===== src/nnPkg.sv =====
package nnPkg;

	// ~~~~~~~~~~~~~~~~~~~~~~~~~~~~~~~~~~~~~~~~
	// widths
	// ~~~~~~~~~~~~~~~~~~~~~~~~~~~~~~~~~~~~~~~~

	localparam int ACT_W = 8;
	localparam int ACC_W = 20; // 15 full-scale products plus bias, no wrap
	localparam int SCORE_W = ACC_W - 1; // relu result, sign bit dropped
	localparam int CLASS_W = 2;

	typedef logic signed [ACT_W-1:0] actT;
	typedef logic signed [ACC_W-1:0] accT;
	typedef logic [SCORE_W-1:0] scoreT;
	typedef logic [CLASS_W-1:0] classT;

	// ~~~~~~~~~~~~~~~~~~~~~~~~~~~~~~~~~~~~~~~~
	// network shape
	// ~~~~~~~~~~~~~~~~~~~~~~~~~~~~~~~~~~~~~~~~

	localparam int N_FEAT = 15; // input features
	localparam int N_HID = 4; // hidden neurons
	localparam int N_OUT = 3; // classes

	// hidden score back to 8 bits
	localparam int ACT_SHIFT = 7;
	localparam int ACT_MAX = 127;

	// ~~~~~~~~~~~~~~~~~~~~~~~~~~~~~~~~~~~~~~~~
	// hidden layer weights and biases
	// ~~~~~~~~~~~~~~~~~~~~~~~~~~~~~~~~~~~~~~~~

	// row per neuron, column per feature
	localparam actT HID_W [N_HID][N_FEAT] = '{
		// neuron 0
		'{
			117, -4, 74, -14, 16,
			-43, 104, 5, -1, 48,
			108, 25, -6, -13, -5
		},
		// neuron 1
		'{
			-22, 63, -7, 90, -51,
			14, -33, 76, 8, -69,
			41, -12, 57, 29, -84
		},
		// neuron 2
		'{
			38, -95, 21, 6, 72,
			-18, -60, 11, 99, -27,
			-3, 66, -44, 85, 17
		},
		// neuron 3
		'{
			-71, 9, 52, -36, -88,
			47, 25, -15, 64, 3,
			-58, -79, 31, -10, 46
		}
	};

	localparam actT HID_B [N_HID] = '{
		11, // neuron 0
		-7,
		4,
		20
	};

	// ~~~~~~~~~~~~~~~~~~~~~~~~~~~~~~~~~~~~~~~~
	// output layer weights and biases
	// ~~~~~~~~~~~~~~~~~~~~~~~~~~~~~~~~~~~~~~~~

	// row per class, column per hidden activation
	localparam actT OUT_W [N_OUT][N_HID] = '{
		'{ 23, -41, 67, 12 }, // class 0
		'{ -35, 58, -9, 44 }, // class 1
		'{ 51, 17, -62, -28 } // class 2
	};

	localparam actT OUT_B [N_OUT] = '{
		5,
		-3,
		9
	};

endpackage


===== src/argmaxSelect.sv =====
`timescale 1ns/1ps

module argmaxSelect
	import nnPkg::*;
(
	input logic clk,
	input logic reset,
	input scoreT score [N_OUT],
	output classT classId,
	output scoreT classScore
);

	classT bestId;
	scoreT bestScore;

	// ~~~~~~~~~~~~~~~~~~~~~~~~~~~~~~~~~~~~~~~~
	// compare in index order
	// ~~~~~~~~~~~~~~~~~~~~~~~~~~~~~~~~~~~~~~~~

	// strict compare keeps the lowest index on a tie
	always_comb
	begin
		bestId = '0;
		bestScore = score[0];
		for (int i = 1; i < N_OUT; i++)
		begin
			if (score[i] > bestScore)
			begin
				bestId = classT'(i);
				bestScore = score[i];
			end
		end
	end

	// ~~~~~~~~~~~~~~~~~~~~~~~~~~~~~~~~~~~~~~~~
	// result register
	// ~~~~~~~~~~~~~~~~~~~~~~~~~~~~~~~~~~~~~~~~

	always_ff @(posedge clk)
	begin
		if (reset)
		begin
			classId <= '0;
			classScore <= '0;
		end
		else
		begin
			classId <= bestId;
			classScore <= bestScore; // score of the winner
		end
	end

endmodule


===== config.mk =====
export PLATFORM = sky130hd
export DESIGN_NAME = argmaxSelect
export DESIGN_NICKNAME = d
export VERILOG_FILES = /design/src/nnPkg.sv /design/src/argmaxSelect.sv
export SDC_FILE = /design/constraint.sdc
export NUM_CORES = 1
export LEC_CHECK = 0
export ABC_AREA = 1
export BUFFER_PORTS_ARGS = -buffer_cell sky130_fd_sc_hd__buf_2
export CAP_MARGIN = 15
export CORE_ASPECT_RATIO = 1.5
export CORE_UTILIZATION = 40
export CTS_CLUSTER_SIZE = 20
export DETAILED_ROUTE_END_ITERATION = 8
export PLACE_DENSITY = 0.74
export SLEW_MARGIN = 5
export SYNTH_ARGS = -nofsm -noshare
export SYNTH_HDL_FRONTEND = slang
export SYNTH_SLANG_ARGS = --single-unit

===== constraint.sdc =====
create_clock -name clk -period 5.1 [get_ports clk]
set_input_delay 1.02 -clock clk [delete_from_list [all_inputs] [get_ports clk]]
set_output_delay 1.02 -clock clk [all_outputs]
set_load 0.01 [all_outputs]

# After elaboration in Yosys (flattened, before gate mapping)
# Cells that the tools add are included.
[op_classes]
n_lt_le_gt_ge = 2
n_mux = 4
reduce_logical = 1
[ops]
columns = ["operator", "n"]
rows = [
  ["> comparator 19 bit", 2],
  ["two-way mux 19 bit", 2],
  ["two-way mux 2 bit", 1],
  ["OR reduction 2 bit", 1],
  ["two-way mux 1 bit", 1],
]
[word_totals]
register_bits = 21
in_bits = 59
out_inout_bits = 21
wordCells = 10

# Depth between registers and ports, before layout
[depth]
ltp_word = 4
mapped_depth = 29
mapped_depth_nobuf = 27

# Worst setup path after synthesis
# Ideal clock, no wire load.
[synth_timing]
path_type = "input -> register"
startpoint = "in score[56] in the netlist's numbering"
endpoint = "reg classScore[10]"
setup_time_ns = 0.058
arrival_time_ns = 3.618
t_required_ns = 5.042
slack_ns = 1.424
cell_stages = 22
path_cell_list = "inv_1 > ha_1 > nand2_1 > inv_2 > nand2_2 > nor3_4 > nand2_1 > nand3_2 > buf_6 > buf_12 > nand2_2 > and2_1 > ha_1 > nand4_2 > nor3_4 > nand3_1 > nand3_2 > nand2_2 > nor2_4 > buf_6 > nand2_1 > nand2_1"
[synth_via]
elab_chain_cells = 4
[synth_rtl]
columns = ["item", "line_no", "text"]
rows = [
  ["start: declaration", "argmaxSelect.sv:8", "input scoreT score [N_OUT],"],
  ["> comparator 19 bit", "argmaxSelect.sv:27", "if (score[i] > bestScore)"],
  ["two-way mux 19 bit (*)", "argmaxSelect.sv:27", ""],
  ["> comparator 19 bit", "argmaxSelect.sv:27", ""],
  ["two-way mux 19 bit (*)", "argmaxSelect.sv:27", ""],
  ["end signal: assignment", "argmaxSelect.sv:49", "classScore <= bestScore;"],
  ["end: declaration", "argmaxSelect.sv:10", "output scoreT classScore"],
]
# Mark *: on every way between the ends. The rest lies on a longest branch, timed or not.
# A chain may end at the register's enable or synchronous reset.

# Worst setup path in the final report
[layout_timing]
startpoint = "in score[48] in the netlist's numbering"
endpoint = "reg classScore[5]"
# Same word-level chain as after synthesis.

==> metrics.csv <==
stage;metric;value;unit
run_status;outcome;complete, no violations;
critical_path;startpoint_type;primary input;
routing;drt.antenna.violating_nets;0;
power_and_ir_drop;power;0.576;mW
clocking;cts_resized;0;
routing;met1_length;2100;um
timing;min_period;4.17;ns
timing;setup_violations;0;
timing;tightest_slew;0.473;ns
worst_hold_path;worst_hold_path.endpoint;classScore[15]$_SDFF_PP0_;
floorplanning;rows;32;
timing;totalNegativeSetupSlack;0;ns
critical_path;worstPathArrival;4.38;ns
floorplanning;die_w;62.8;um
synthesis;synth_top_area_share;21.4;%
synthesis;yosys-mux-area-fraction;0;%
timing;final.period_utilization;81.9;%
finish;nets;498;
clocking;cts-htree-levels;1;
finish;final_common_cell;nand2_1;
grt;gr-total-overflow;0;
floorplanning;floorplan.die_area;0.00585;mm^2
worst_hold_path;hold_class;in -> reg;
grt;grt_max_degree;20;
placed_design;dp.final_hpwl;4310;um
run;max_cap_viol_count;0;
clocking;clk_pin_slew_worst_paths;0.07;ns
routing;drt_wl_total;4930;um
synthesis;synth_area_leader_cell;ha_1;
critical_path;crit_path_end_kind;register;
routing;viasPerCell;4.56;
worst_hold_path;hp-start;score[15];
critical_path;crit_fanout;19;
routing;met2_length;2550;um
synthesis;synth_xor_xnor_area_share;0;%
timing;max_freq;240;MHz
synthesis;syn-instance-count;322;
synthesis;synth_cell_type_count;28;
routing;routed-wl-met3;171;um
clocking;cts_buffer_depth;2;
power_and_ir_drop;powerDensity;216;mW/mm^2
clocking;cts-buffers-inserted;3;
synthesis;syn_avg_cell_area;6.89;um^2
routing;num_vias;2134;
timing;timing.final.hold_violations;0;
worst_hold_path;whs_path_depth;3;
clocking;cts_root_buffer;clkbuf_8;
power_and_ir_drop;ir_drop;86.5;uV
synthesis;synth_top_family_by_area;simple AND/OR/NAND/NOR gates;
timing;relSlewSlack;68.4;%
critical_path;crit_path_start;score[48];
synthesis;syn-cell-area;0.00222;mm^2
floorplanning;die_h;93.2;um
synthesis;synth_warnings;0;
timing;rsz0062_at_grt;false;
clocking;cts_setup_buffers;0;
synthesis;synthTopCellsByArea;ha_1 21%, nand2_1 20%, dfxtp_1 19%, inv_1 9.0%, nand2_2 6.2%;
finish;area_growth;20.3;%
floorplanning;design.core.area;0.00525;mm^2
floorplanning;start_util;42.3;%
grt;antenna_found_initial;0;
routing;top_layer;met4;
grt;track_usage;17.5;%
finish;drive_gt1_share;32.0;%
routing;dr.first_iter.drc_count;88;
routing;drt_first_pass_iters;4;
power_and_ir_drop;total_leakage_power;1.66;nW
clocking;cts_tree;built;
critical_path;worstPathRequired;5.30;ns
synthesis;synthSimpleGateAreaFrac;41.9;%
floorplanning;io_pins;80;
synthesis;synthAdderAreaFrac;21.4;%
placed_design;portBuffers;79;
clocking;cts_hold_buf;0;
clocking;clkSinkCount;21;
routing;wl_per_cell;10.5;um
finish;n_antenna_cell;0;
critical_path;crit_type;in -> reg;
finish;layout_common_cells;118 x nand2_1, 79 x buf_2, 53 x inv_1;
timing;slew_violations;0;
placed_design;gp_congestion;0.895;
grt;grt_pass1_vias;1965;
synthesis;synth_seq_area_share;19.0;%
grt;grt_pass1_wl;8280;um
synthesis;synth.net_count;419;
synthesis;ys_seq_elements;21;
routing;drc;0;
synthesis;synth_compound_gate_area_share;4.80;%
## logic make-up after synthesis
family          after synthesis
simple gates                185
compound gates               18
buf+inv                      60
flops                        21
fa+ha+maj                    38
## per-stage QoR
stage / setup WS [ns] / instances / utilization (%) / hold slack [ns] / instance area (um^2)
global placement: 0.813 / 464 / 50.0 / 1.23 / 2620
global route: 0.509 / 468 / 50.8 / 0.975 / 2670
CTS: 0.911 / 468 / 50.8 / 0.977 / 2670
detailed placement: 0.655 / 464 / 50.0 / 1.24 / 2620
floorplan: 1.42 / 322 / - / 1.10 / 2220
finish: 0.925 / 468 / 50.8 / 0.976 / 2670
## cell type report
cell class	count	area, um^2
Clock buffer	4	45.0
Fill cell	553	2580
Timing Repair Buffer	80	403
Inverter	54	203
Sequential cell	21	420
Multi-Input combinational cell	241	1510
Tap cell	68	85.1
## Yosys cell counts (all sizes together)
cell	instances
nor3b	2
nand3b	1
nor2	11
nand4	4
o21ai	2
a21o	2
a21oi	14
buf	5
nor2b	1
nor3	2
ha	38
and2	1
clkbuf	1
nand3	22
nand2	141
inv	54
dfxtp	21
## per-layer routing
layer	GRT usage (%)	vias up
met5	0	-
met4	7.95	0
met3	1.46	8
met2	33.2	49
met1	19.5	921
li1	-	1156
## worst max path at each step
stage                                 to  slack [ns]  depth (start not counted)
2_1_floorplan  classScore[10]$_SDFF_PP0_        1.42                         22
3_3_place_gp    classScore[5]$_SDFF_PP0_        0.81                         23
3_5_place_dp   classScore[16]$_SDFF_PP0_        0.66                         21
4_1_cts        classScore[16]$_SDFF_PP0_        0.91                         21
5_1_grt         classScore[1]$_SDFF_PP0_        0.51                         21
6_report        classScore[5]$_SDFF_PP0_        0.93                         21
## sequential cells by signal, indices dropped and copies added (netlist names)
name,cells
classScore,19
classId,2
## report_power, final
| part | total (mW) | internal, mW | switching [mW] |
|---|---|---|---|
| Sequential | 0.196 | 0.191 | 0.00531 |
| Combinational | 0.274 | 0.109 | 0.165 |
| Clock | 0.106 | 0.0556 | 0.0504 |
| Total | 0.576 | 0.356 | 0.221 |
## critical path, cell delays in order
cell	delay [ns]
buf_2	0.10
inv_1	0.04
ha_1	0.28
nand2_1	0.08
nor2_2	0.15
nand2_1	0.10
nor3b_2	0.19
nand2_2	0.29
nand2_4	0.34
nand2_1	0.08
nand2_1	0.11
inv_1	0.05
ha_1	0.30
nand4_2	0.15
nor3_4	0.18
nand3_1	0.11
nand3_2	0.13
nand2_2	0.09
nor2_4	0.37
nand2_1	0.10
nand2_1	0.09
Power figures use the tool's default switching activity.
