File: config.mk
export PLATFORM = sky130hd
export DESIGN_NAME = denseLayer
export DESIGN_NICKNAME = d
export VERILOG_FILES = /design/src/nnPkg.sv /design/src/neuronNode.sv /design/src/denseLayer.sv
export SDC_FILE = /design/constraint.sdc
export NUM_CORES = 2
export LEC_CHECK = 0
export ABC_AREA = 1
export BUFFER_PORTS_ARGS = -buffer_cell sky130_fd_sc_hd__buf_4
export CAP_MARGIN = 5
export CORE_MARGIN = 4
export CORE_UTILIZATION = 55
export CTS_CLUSTER_SIZE = 20
export DETAILED_ROUTE_END_ITERATION = 12
export HOLD_SLACK_MARGIN = 0.1
export MAX_ROUTING_LAYER = met4
export PLACE_DENSITY = 0.81
export SYNTH_ARGS = -nofsm -noshare
export SYNTH_HDL_FRONTEND = slang
export SYNTH_SLANG_ARGS = --single-unit
File: constraint.sdc
create_clock -name clk -period 28.2 [get_ports clk]
set_input_delay 4.23 -clock clk [delete_from_list [all_inputs] [get_ports clk]]
set_output_delay 4.23 -clock clk [all_outputs]
set_load 0.02 [all_outputs]
File: src/nnPkg.sv
package nnPkg;

	// ~~~~~~~~~~~~~~~~~~~~~~~~~~~~~~~~~~~~~~~~
	// widths
	// ~~~~~~~~~~~~~~~~~~~~~~~~~~~~~~~~~~~~~~~~

	localparam int ACT_W = 8;
	localparam int ACC_W = 20; // 15 full-scale products plus bias, no wrap
	localparam int SCORE_W = ACC_W - 1; // relu result, sign bit dropped
	localparam int CLASS_W = 2;

	typedef logic signed [ACT_W-1:0] actT;
	typedef logic signed [ACC_W-1:0] accT;
	typedef logic [SCORE_W-1:0] scoreT;
	typedef logic [CLASS_W-1:0] classT;

	// ~~~~~~~~~~~~~~~~~~~~~~~~~~~~~~~~~~~~~~~~
	// network shape
	// ~~~~~~~~~~~~~~~~~~~~~~~~~~~~~~~~~~~~~~~~

	localparam int N_FEAT = 15; // input features
	localparam int N_HID = 4; // hidden neurons
	localparam int N_OUT = 3; // classes

	// hidden score back to 8 bits
	localparam int ACT_SHIFT = 7;
	localparam int ACT_MAX = 127;

	// ~~~~~~~~~~~~~~~~~~~~~~~~~~~~~~~~~~~~~~~~
	// hidden layer weights and biases
	// ~~~~~~~~~~~~~~~~~~~~~~~~~~~~~~~~~~~~~~~~

	// row per neuron, column per feature
	localparam actT HID_W [N_HID][N_FEAT] = '{
		// neuron 0
		'{
			117, -4, 74, -14, 16,
			-43, 104, 5, -1, 48,
			108, 25, -6, -13, -5
		},
		// neuron 1
		'{
			-22, 63, -7, 90, -51,
			14, -33, 76, 8, -69,
			41, -12, 57, 29, -84
		},
		// neuron 2
		'{
			38, -95, 21, 6, 72,
			-18, -60, 11, 99, -27,
			-3, 66, -44, 85, 17
		},
		// neuron 3
		'{
			-71, 9, 52, -36, -88,
			47, 25, -15, 64, 3,
			-58, -79, 31, -10, 46
		}
	};

	localparam actT HID_B [N_HID] = '{
		11, // neuron 0
		-7,
		4,
		20
	};

	// ~~~~~~~~~~~~~~~~~~~~~~~~~~~~~~~~~~~~~~~~
	// output layer weights and biases
	// ~~~~~~~~~~~~~~~~~~~~~~~~~~~~~~~~~~~~~~~~

	// row per class, column per hidden activation
	localparam actT OUT_W [N_OUT][N_HID] = '{
		'{ 23, -41, 67, 12 }, // class 0
		'{ -35, 58, -9, 44 }, // class 1
		'{ 51, 17, -62, -28 } // class 2
	};

	localparam actT OUT_B [N_OUT] = '{
		5,
		-3,
		9
	};

endpackage

File: src/neuronNode.sv
`timescale 1ns/1ps

module neuronNode
	import nnPkg::*;
#(
	parameter int FAN_IN = N_FEAT,
	parameter int ROW = 0,
	parameter bit OUTPUT_LAYER = 1'b0
)
(
	input logic clk,
	input logic reset,
	input actT act [FAN_IN],
	output scoreT score
);

	actT weight [FAN_IN]; // constant row from the tables
	actT bias;
	actT actReg [FAN_IN];
	accT prod [FAN_IN];
	accT sumNext;
	accT sumReg;

	// ~~~~~~~~~~~~~~~~~~~~~~~~~~~~~~~~~~~~~~~~
	// table row selection
	// ~~~~~~~~~~~~~~~~~~~~~~~~~~~~~~~~~~~~~~~~

	generate
		if (OUTPUT_LAYER)
		begin : gOutTab
			for (genvar i = 0; i < FAN_IN; i++)
			begin : gW
				assign weight[i] = OUT_W[ROW][i];
			end
			assign bias = OUT_B[ROW];
		end
		else
		begin : gHidTab
			for (genvar i = 0; i < FAN_IN; i++)
			begin : gW
				assign weight[i] = HID_W[ROW][i];
			end
			assign bias = HID_B[ROW];
		end
	endgenerate

	// ~~~~~~~~~~~~~~~~~~~~~~~~~~~~~~~~~~~~~~~~
	// products and sum
	// ~~~~~~~~~~~~~~~~~~~~~~~~~~~~~~~~~~~~~~~~

	// extend before multiply so the product is not cut to 8 bits
	always_comb
	begin
		for (int i = 0; i < FAN_IN; i++)
		begin
			prod[i] = accT'(actReg[i]) * accT'(weight[i]);
		end
	end

	always_comb
	begin
		sumNext = accT'(bias);
		for (int i = 0; i < FAN_IN; i++)
		begin
			sumNext = sumNext + prod[i];
		end
	end

	// ~~~~~~~~~~~~~~~~~~~~~~~~~~~~~~~~~~~~~~~~
	// three register stages
	// ~~~~~~~~~~~~~~~~~~~~~~~~~~~~~~~~~~~~~~~~

	always_ff @(posedge clk)
	begin
		if (reset)
		begin
			actReg <= '{default: '0};
			sumReg <= '0;
			score <= '0;
		end
		else
		begin
			actReg <= act; // stage 1
			sumReg <= sumNext; // stage 2
			// stage 3, relu on the true sign bit
			if (sumReg[ACC_W-1])
			begin
				score <= '0;
			end
			else
			begin
				score <= scoreT'(sumReg[SCORE_W-1:0]);
			end
		end
	end

endmodule

File: src/denseLayer.sv
`timescale 1ns/1ps

module denseLayer
	import nnPkg::*;
#(
	parameter int FAN_IN = N_FEAT,
	parameter int N_NODE = N_HID,
	parameter bit OUTPUT_LAYER = 1'b0
)
(
	input logic clk,
	input logic reset,
	input actT act [FAN_IN],
	output scoreT score [N_NODE],
	output actT actOut [N_NODE]
);

	// ~~~~~~~~~~~~~~~~~~~~~~~~~~~~~~~~~~~~~~~~
	// one neuron per table row
	// ~~~~~~~~~~~~~~~~~~~~~~~~~~~~~~~~~~~~~~~~

	generate
		for (genvar n = 0; n < N_NODE; n++)
		begin : gNode
			neuronNode #(
				.FAN_IN(FAN_IN),
				.ROW(n),
				.OUTPUT_LAYER(OUTPUT_LAYER)
			) i_node (
				.clk(clk),
				.reset(reset),
				.act(act),
				.score(score[n])
			);
		end
	endgenerate

	// ~~~~~~~~~~~~~~~~~~~~~~~~~~~~~~~~~~~~~~~~
	// requantization
	// ~~~~~~~~~~~~~~~~~~~~~~~~~~~~~~~~~~~~~~~~

	// score is never negative after relu, so only the top clip is needed
	generate
		for (genvar n = 0; n < N_NODE; n++)
		begin : gQuant
			scoreT shifted;

			assign shifted = score[n] >> ACT_SHIFT;

			always_comb
			begin
				if (shifted > scoreT'(ACT_MAX))
				begin
					actOut[n] = actT'(ACT_MAX); // clip
				end
				else
				begin
					actOut[n] = actT'(shifted[ACT_W-1:0]);
				end
			end
		end
	endgenerate

endmodule

# Word-level counts from Yosys, hierarchy flattened
# Index checks and enable logic that the tools add are counted.
dict set report classes {
  reduce_logical 4
  mux 4
  n_lt_le_gt_ge 4
  mul 55
  n_addsub 62
}
# op count
set ops {}
lappend ops {{adder 20 bit} 53}
lappend ops {{multiplier 8 x 6 -> 14 bit (second input constant)} 13}
lappend ops {{multiplier 8 x 5 -> 13 bit (second input constant)} 13}
lappend ops {{multiplier 8 x 7 -> 15 bit (second input constant)} 10}
lappend ops {{multiplier 8 x 8 -> 16 bit (second input constant)} 7}
lappend ops {{multiplier 8 x 4 -> 12 bit (second input constant)} 6}
lappend ops {{multiplier 8 x 3 -> 11 bit (second input constant)} 6}
lappend ops {{> comparator 12 x 7 -> 1 bit (second input constant)} 4}
lappend ops {{adder 4 x 20 -> 20 bit (first input constant)} 2}
lappend ops {{2-to-1 mux 8 bit} 4}
lappend ops {{adder 20 x 11 -> 20 bit} 1}
lappend ops {{adder 20 x 12 -> 20 bit} 1}
lappend ops {{adder 20 x 14 -> 20 bit} 1}
lappend ops {{adder 5 x 20 -> 20 bit (first input constant)} 1}
lappend ops {{adder 6 x 20 -> 20 bit (first input constant)} 1}
lappend ops {{negator 8 -> 20 bit} 1}
lappend ops {{negator 8 -> 18 bit} 1}
lappend ops {{OR reduction 2 bit} 4}
dict set report word_totals {
  register_bits 276
  elab_cells 152
}

# Logic depth before layout (Yosys ltp)
dict set report logic_depth {
  word_depth 16
  ltp_mapped 43
  depth_no_buf 43
}

# By module
# From an unflattened synthesis, not the netlist that was laid out.
dict set report unflattened {
  hier_cells 9720
  hier_area_um2 88733.9
}
# module area_each_um2 seq_area_each_um2 instances cells_per_inst
set modules_own_cells {}
lappend modules_own_cells {{neuronNode at gNode[1].i_node} 24437.2 3183.1 1 2658}
lappend modules_own_cells {{neuronNode at gNode[3].i_node} 22851.9 3183.1 1 2476}
lappend modules_own_cells {{neuronNode at gNode[2].i_node} 21376.8 3183.1 1 2352}
lappend modules_own_cells {{neuronNode at gNode[0].i_node} 19688.9 3183.1 1 2161}
lappend modules_own_cells {denseLayer 379.1 0.0 1 73}

# Least setup slack after synthesis
# Ideal clock, no wire load.
dict set report synth_timing {
  kind {register to register}
  start {register, netlist name gNode[3].i_node.actReg[71]}
  end {register gNode[1].i_node.sumReg[19]}
  synth_period_minus_slack_ps 8874
  arrival_ps 8762
  setup_ps 113
  required_ps 28087
  setup_slack_ps 19326
  stages_incl_launch_ff 38
  cell_sequence {dfxtp_1 -> buf_2 -> inv_1 -> fa_1 -> inv_1 -> fa_1 -> fa_1 -> inv_1 -> fa_1 -> inv_1 -> ha_1 -> inv_1 -> o21bai_1 -> a21oi_1 -> o21ai_1 -> nand2_1 -> nand2_1 -> a21oi_1 -> [2 not listed] -> inv_1 -> fa_1 -> fa_1 -> fa_1 -> fa_1 -> inv_1 -> fa_1 -> inv_1 -> ha_1 -> nand2_1 -> nor2_1 -> inv_1 -> o211ai_2 -> nand2_1 -> o21bai_1 -> nand2_1 -> nand2_1 -> nor2_1}
}
# item line_no
set synth_rtl {}
lappend synth_rtl {{end signal: assignment} neuronNode.sv:84} ;# sumReg <= sumNext;
lappend synth_rtl {{end: declaration} neuronNode.sv:22} ;# accT sumReg;

==> impl_metrics.json <==
{
  "critPathCaptureType": "flip-flop",
  "synthFlopType": "dfxtp_1",
  "dp_hpwl_mm": 238,
  "nFillCells": 11600,
  "cts.sink_count": 276,
  "timing.final.crit_share_pct": 34.4,
  "rr_worst_depth": 37,
  "critPathCapture": "gNode[1].i_node.sumReg[19]",
  "drv_slew": 0,
  "gp_congestion": 1.13,
  "grt_pass1_wl_mm": 379,
  "tightest_slew_ps": 1290,
  "cp_max_fo": 23,
  "hp-class": "flip-flop to flip-flop",
  "dr_total_vias": 53900,
  "crit_path_start": "gNode[3].i_node.actReg[71]",
  "grt.overflow.total": 0,
  "fin_crit_ps": 9700,
  "worstPathRequired_ps": 28730,
  "netlist_instances": 8260,
  "clk_pin_slew_worst_paths_ps": 60,
  "drc_errors": 0,
  "cp_slowest_cell": "xor2_1",
  "start_util_pct": 55.6,
  "cts_setup_buffers": 0,
  "outcome": "finished, final reports clean",
  "port_buffers": 225,
  "fin_util_pct": 59.5,
  "cts_made_buffers": 36,
  "synth_edf_count": 0,
  "ys_seq_elements": 276,
  "critPathLaunchType": "flip-flop",
  "grt_max_degree": 69,
  "rows": 132,
  "die-area_um2": 137000,
  "cp.arrival_ps": 10240,
  "io_pins": 230,
  "grt_pass1_vias": 57100,
  "cts_hold_buf": 0,
  "synthToLayoutAreaGrowth_pct": 7.04,
  "wire_per_inst_um": 25.4,
  "htree_levels": 2,
  "r2r_start": "gNode[3].i_node.actReg[71]",
  "cts_tree": "done",
  "drive_gt1_share_pct": 4.43,
  "fin_skew_ps": 73.1,
  "vias_per_cell": 5.25,
  "dr.pass1.iters": 7,
  "drtIter0Drc": 3805,
  "reg2reg_to": "gNode[1].i_node.sumReg[19]",
  "clock_latency_ps": 640,
  "yosysWarnings": 0,
  "hold_viol": 0,
  "antenna_found_initial": 5,
  "fp.dieW_um": 370,
  "setup_tns_ps": 0,
  "setup_viol": 0,
  "cts_resized": 0,
  "grtUsageTotal_pct": 39.9,
  "cap_violations": 0,
  "wl_mm": 261,
  "core_um2": 130000,
  "crit_top_cell": "fa_1",
  "relSlewSlack_pct": 13.5,
  "cts_root_buf": "clkbuf_16",
  "fmax_mhz": 103,
  "avgSynthCellArea_um2": 8.73,
  "fp.dieH_um": 370,
  "synth-seq-area-share_pct": 7.66,
  "ys_async_sr_fraction_pct": 0,
  "rrSetupSlack_ps": 18500,
  "rsz0062_at_grt": "no",
  "drtAntennaViolNets": 0,
  "syn_area_um2": 72100,
  "nNetsFinal": 11200,
  "synth_cell_types": 61,
  "cp_slowest_stage_delay_ps": 720,
  "critPathKind": "flip-flop to flip-flop",
  "clock_path_buffers": 3
}
how the worst min path moves through the flow:
stage                                           from                        end  slack, ps  depth (start not counted)
after floorplan            gNode[0].i_node.sumReg[0]   gNode[0].i_node.score[0]        390                          2
after global placement     gNode[0].i_node.sumReg[7]   gNode[0].i_node.score[7]        400                          2
after detailed placement  gNode[0].i_node.sumReg[11]  gNode[0].i_node.score[11]        400                          2
after CTS                 gNode[2].i_node.sumReg[11]  gNode[2].i_node.score[11]        410                          2
after global routing      gNode[0].i_node.sumReg[12]  gNode[0].i_node.score[12]        420                          2
final                     gNode[0].i_node.sumReg[12]  gNode[0].i_node.score[12]        410                          2
cell usage in the layout (no fill, tap or decap), types with 17 or more instances in the layout:
| cell | count |
|---|---|
| inv_1 | 2771 |
| ha_1 | 1297 |
| fa_1 | 1268 |
| nand2_1 | 636 |
| a21oi_1 | 459 |
| nor2_1 | 357 |
| xor2_1 | 336 |
| dfxtp_1 | 276 |
| buf_4 | 250 |
| xnor2_1 | 207 |
| nand3_1 | 142 |
| o21ai_0 | 98 |
| o21ai_1 | 95 |
| nor3_1 | 39 |
| o21bai_1 | 36 |
| clkbuf_16 | 36 |
| inv_2 | 26 |
| o21a_1 | 18 |
| nand4_1 | 17 |
Yosys cell counts, types with 20 or more instances:
| cell type | number | share of area (%) |
|---|---|---|
| inv_1 | 2771 | 14 |
| ha_1 | 1297 | 22 |
| fa_1 | 1268 | 35 |
| nand2_1 | 636 | 3.3 |
| a21oi_1 | 459 | 3.2 |
| nor2_1 | 357 | 1.9 |
| xor2_1 | 337 | 4.1 |
| dfxtp_1 | 276 | 7.7 |
| xnor2_1 | 207 | 2.5 |
| nand3_1 | 142 | 0.99 |
| o21ai_0 | 98 | 0.68 |
| o21ai_1 | 95 | 0.66 |
| nor3_1 | 39 | 0.27 |
| o21bai_1 | 36 | 0.37 |
| inv_2 | 26 | 0.14 |
| buf_2 | 20 | 0.14 |
critical path: cells and delay by family, from the launching register on:
| kind | cells | cell delay, ps |
|---|---|---|
| adders and majority gates | 12 | 5890 |
| xor gates and xnor gates | 1 | 720 |
| buffers and inverters | 10 | 1190 |
| DFF | 1 | 300 |
| and+or+nand+nor | 8 | 590 |
| AOI/OAI and AO/OA | 6 | 930 |
sequential cells by signal (all words and copies together), names as in the netlist:
register	flops
gNode.i_node.actReg	120
gNode.i_node.sumReg	80
gNode.i_node.score	76
per-layer routing:
metal / GRT usage (%) / part of all wire (%)
met5: - / 0
met4: 21.5 / 7.2
met3: 6.70 / 6.5
met2: 64.3 / 47
met1: 48.1 / 39
kinds of logic (layout without fill, tap and decap cells):
family	after synthesis	in the layout	share of synthesized area [%]
AOI/OAI and AO/OA	798	798	6.16
xor gates and xnor gates	545	545	6.63
adders and majority gates	2566	2566	57.7
buffers and inverters	2848	3115	14.9
DFF	276	276	7.66
other	1	9	0.00520
and+or+nand+nor	1226	1226	6.92
per-stage QoR:
| stage | hold WS (ps) | instances | cell area (um^2) | setup WS [ps] |
|---|---|---|---|---|
| final | 409 | 10300 | 77200 | 18500 |
| after global routing | 423 | 10300 | 77200 | 17900 |
| after CTS | 413 | 10300 | 77200 | 18500 |
| after detailed placement | 402 | 10200 | 76000 | 18510 |
| after global placement | 398 | 10200 | 76000 | 18490 |
| after floorplan | 394 | 8263 | 72100 | 19330 |
cell type report:
| class | instances | area, um^2 | share of cell area, % |
|---|---|---|---|
| Sequential cell | 276 | 5530 | 7.16 |
| Inverter | 2799 | 10500 | 13.6 |
| Timing Repair Buffer | 251 | 1890 | 2.45 |
| Multi-Input combinational cell | 5139 | 55900 | 72.4 |
| Clock buffer | 49 | 1010 | 1.31 |
| Clock inverter | 16 | 221 | 0.287 |
| Tap cell | 1742 | 2180 | 2.82 |
| Antenna cell | 5 | 12.5 | 0.0162 |
Power is not shown: default switching activity piles up to over one toggle a cycle in this logic, so the estimate is an artifact.
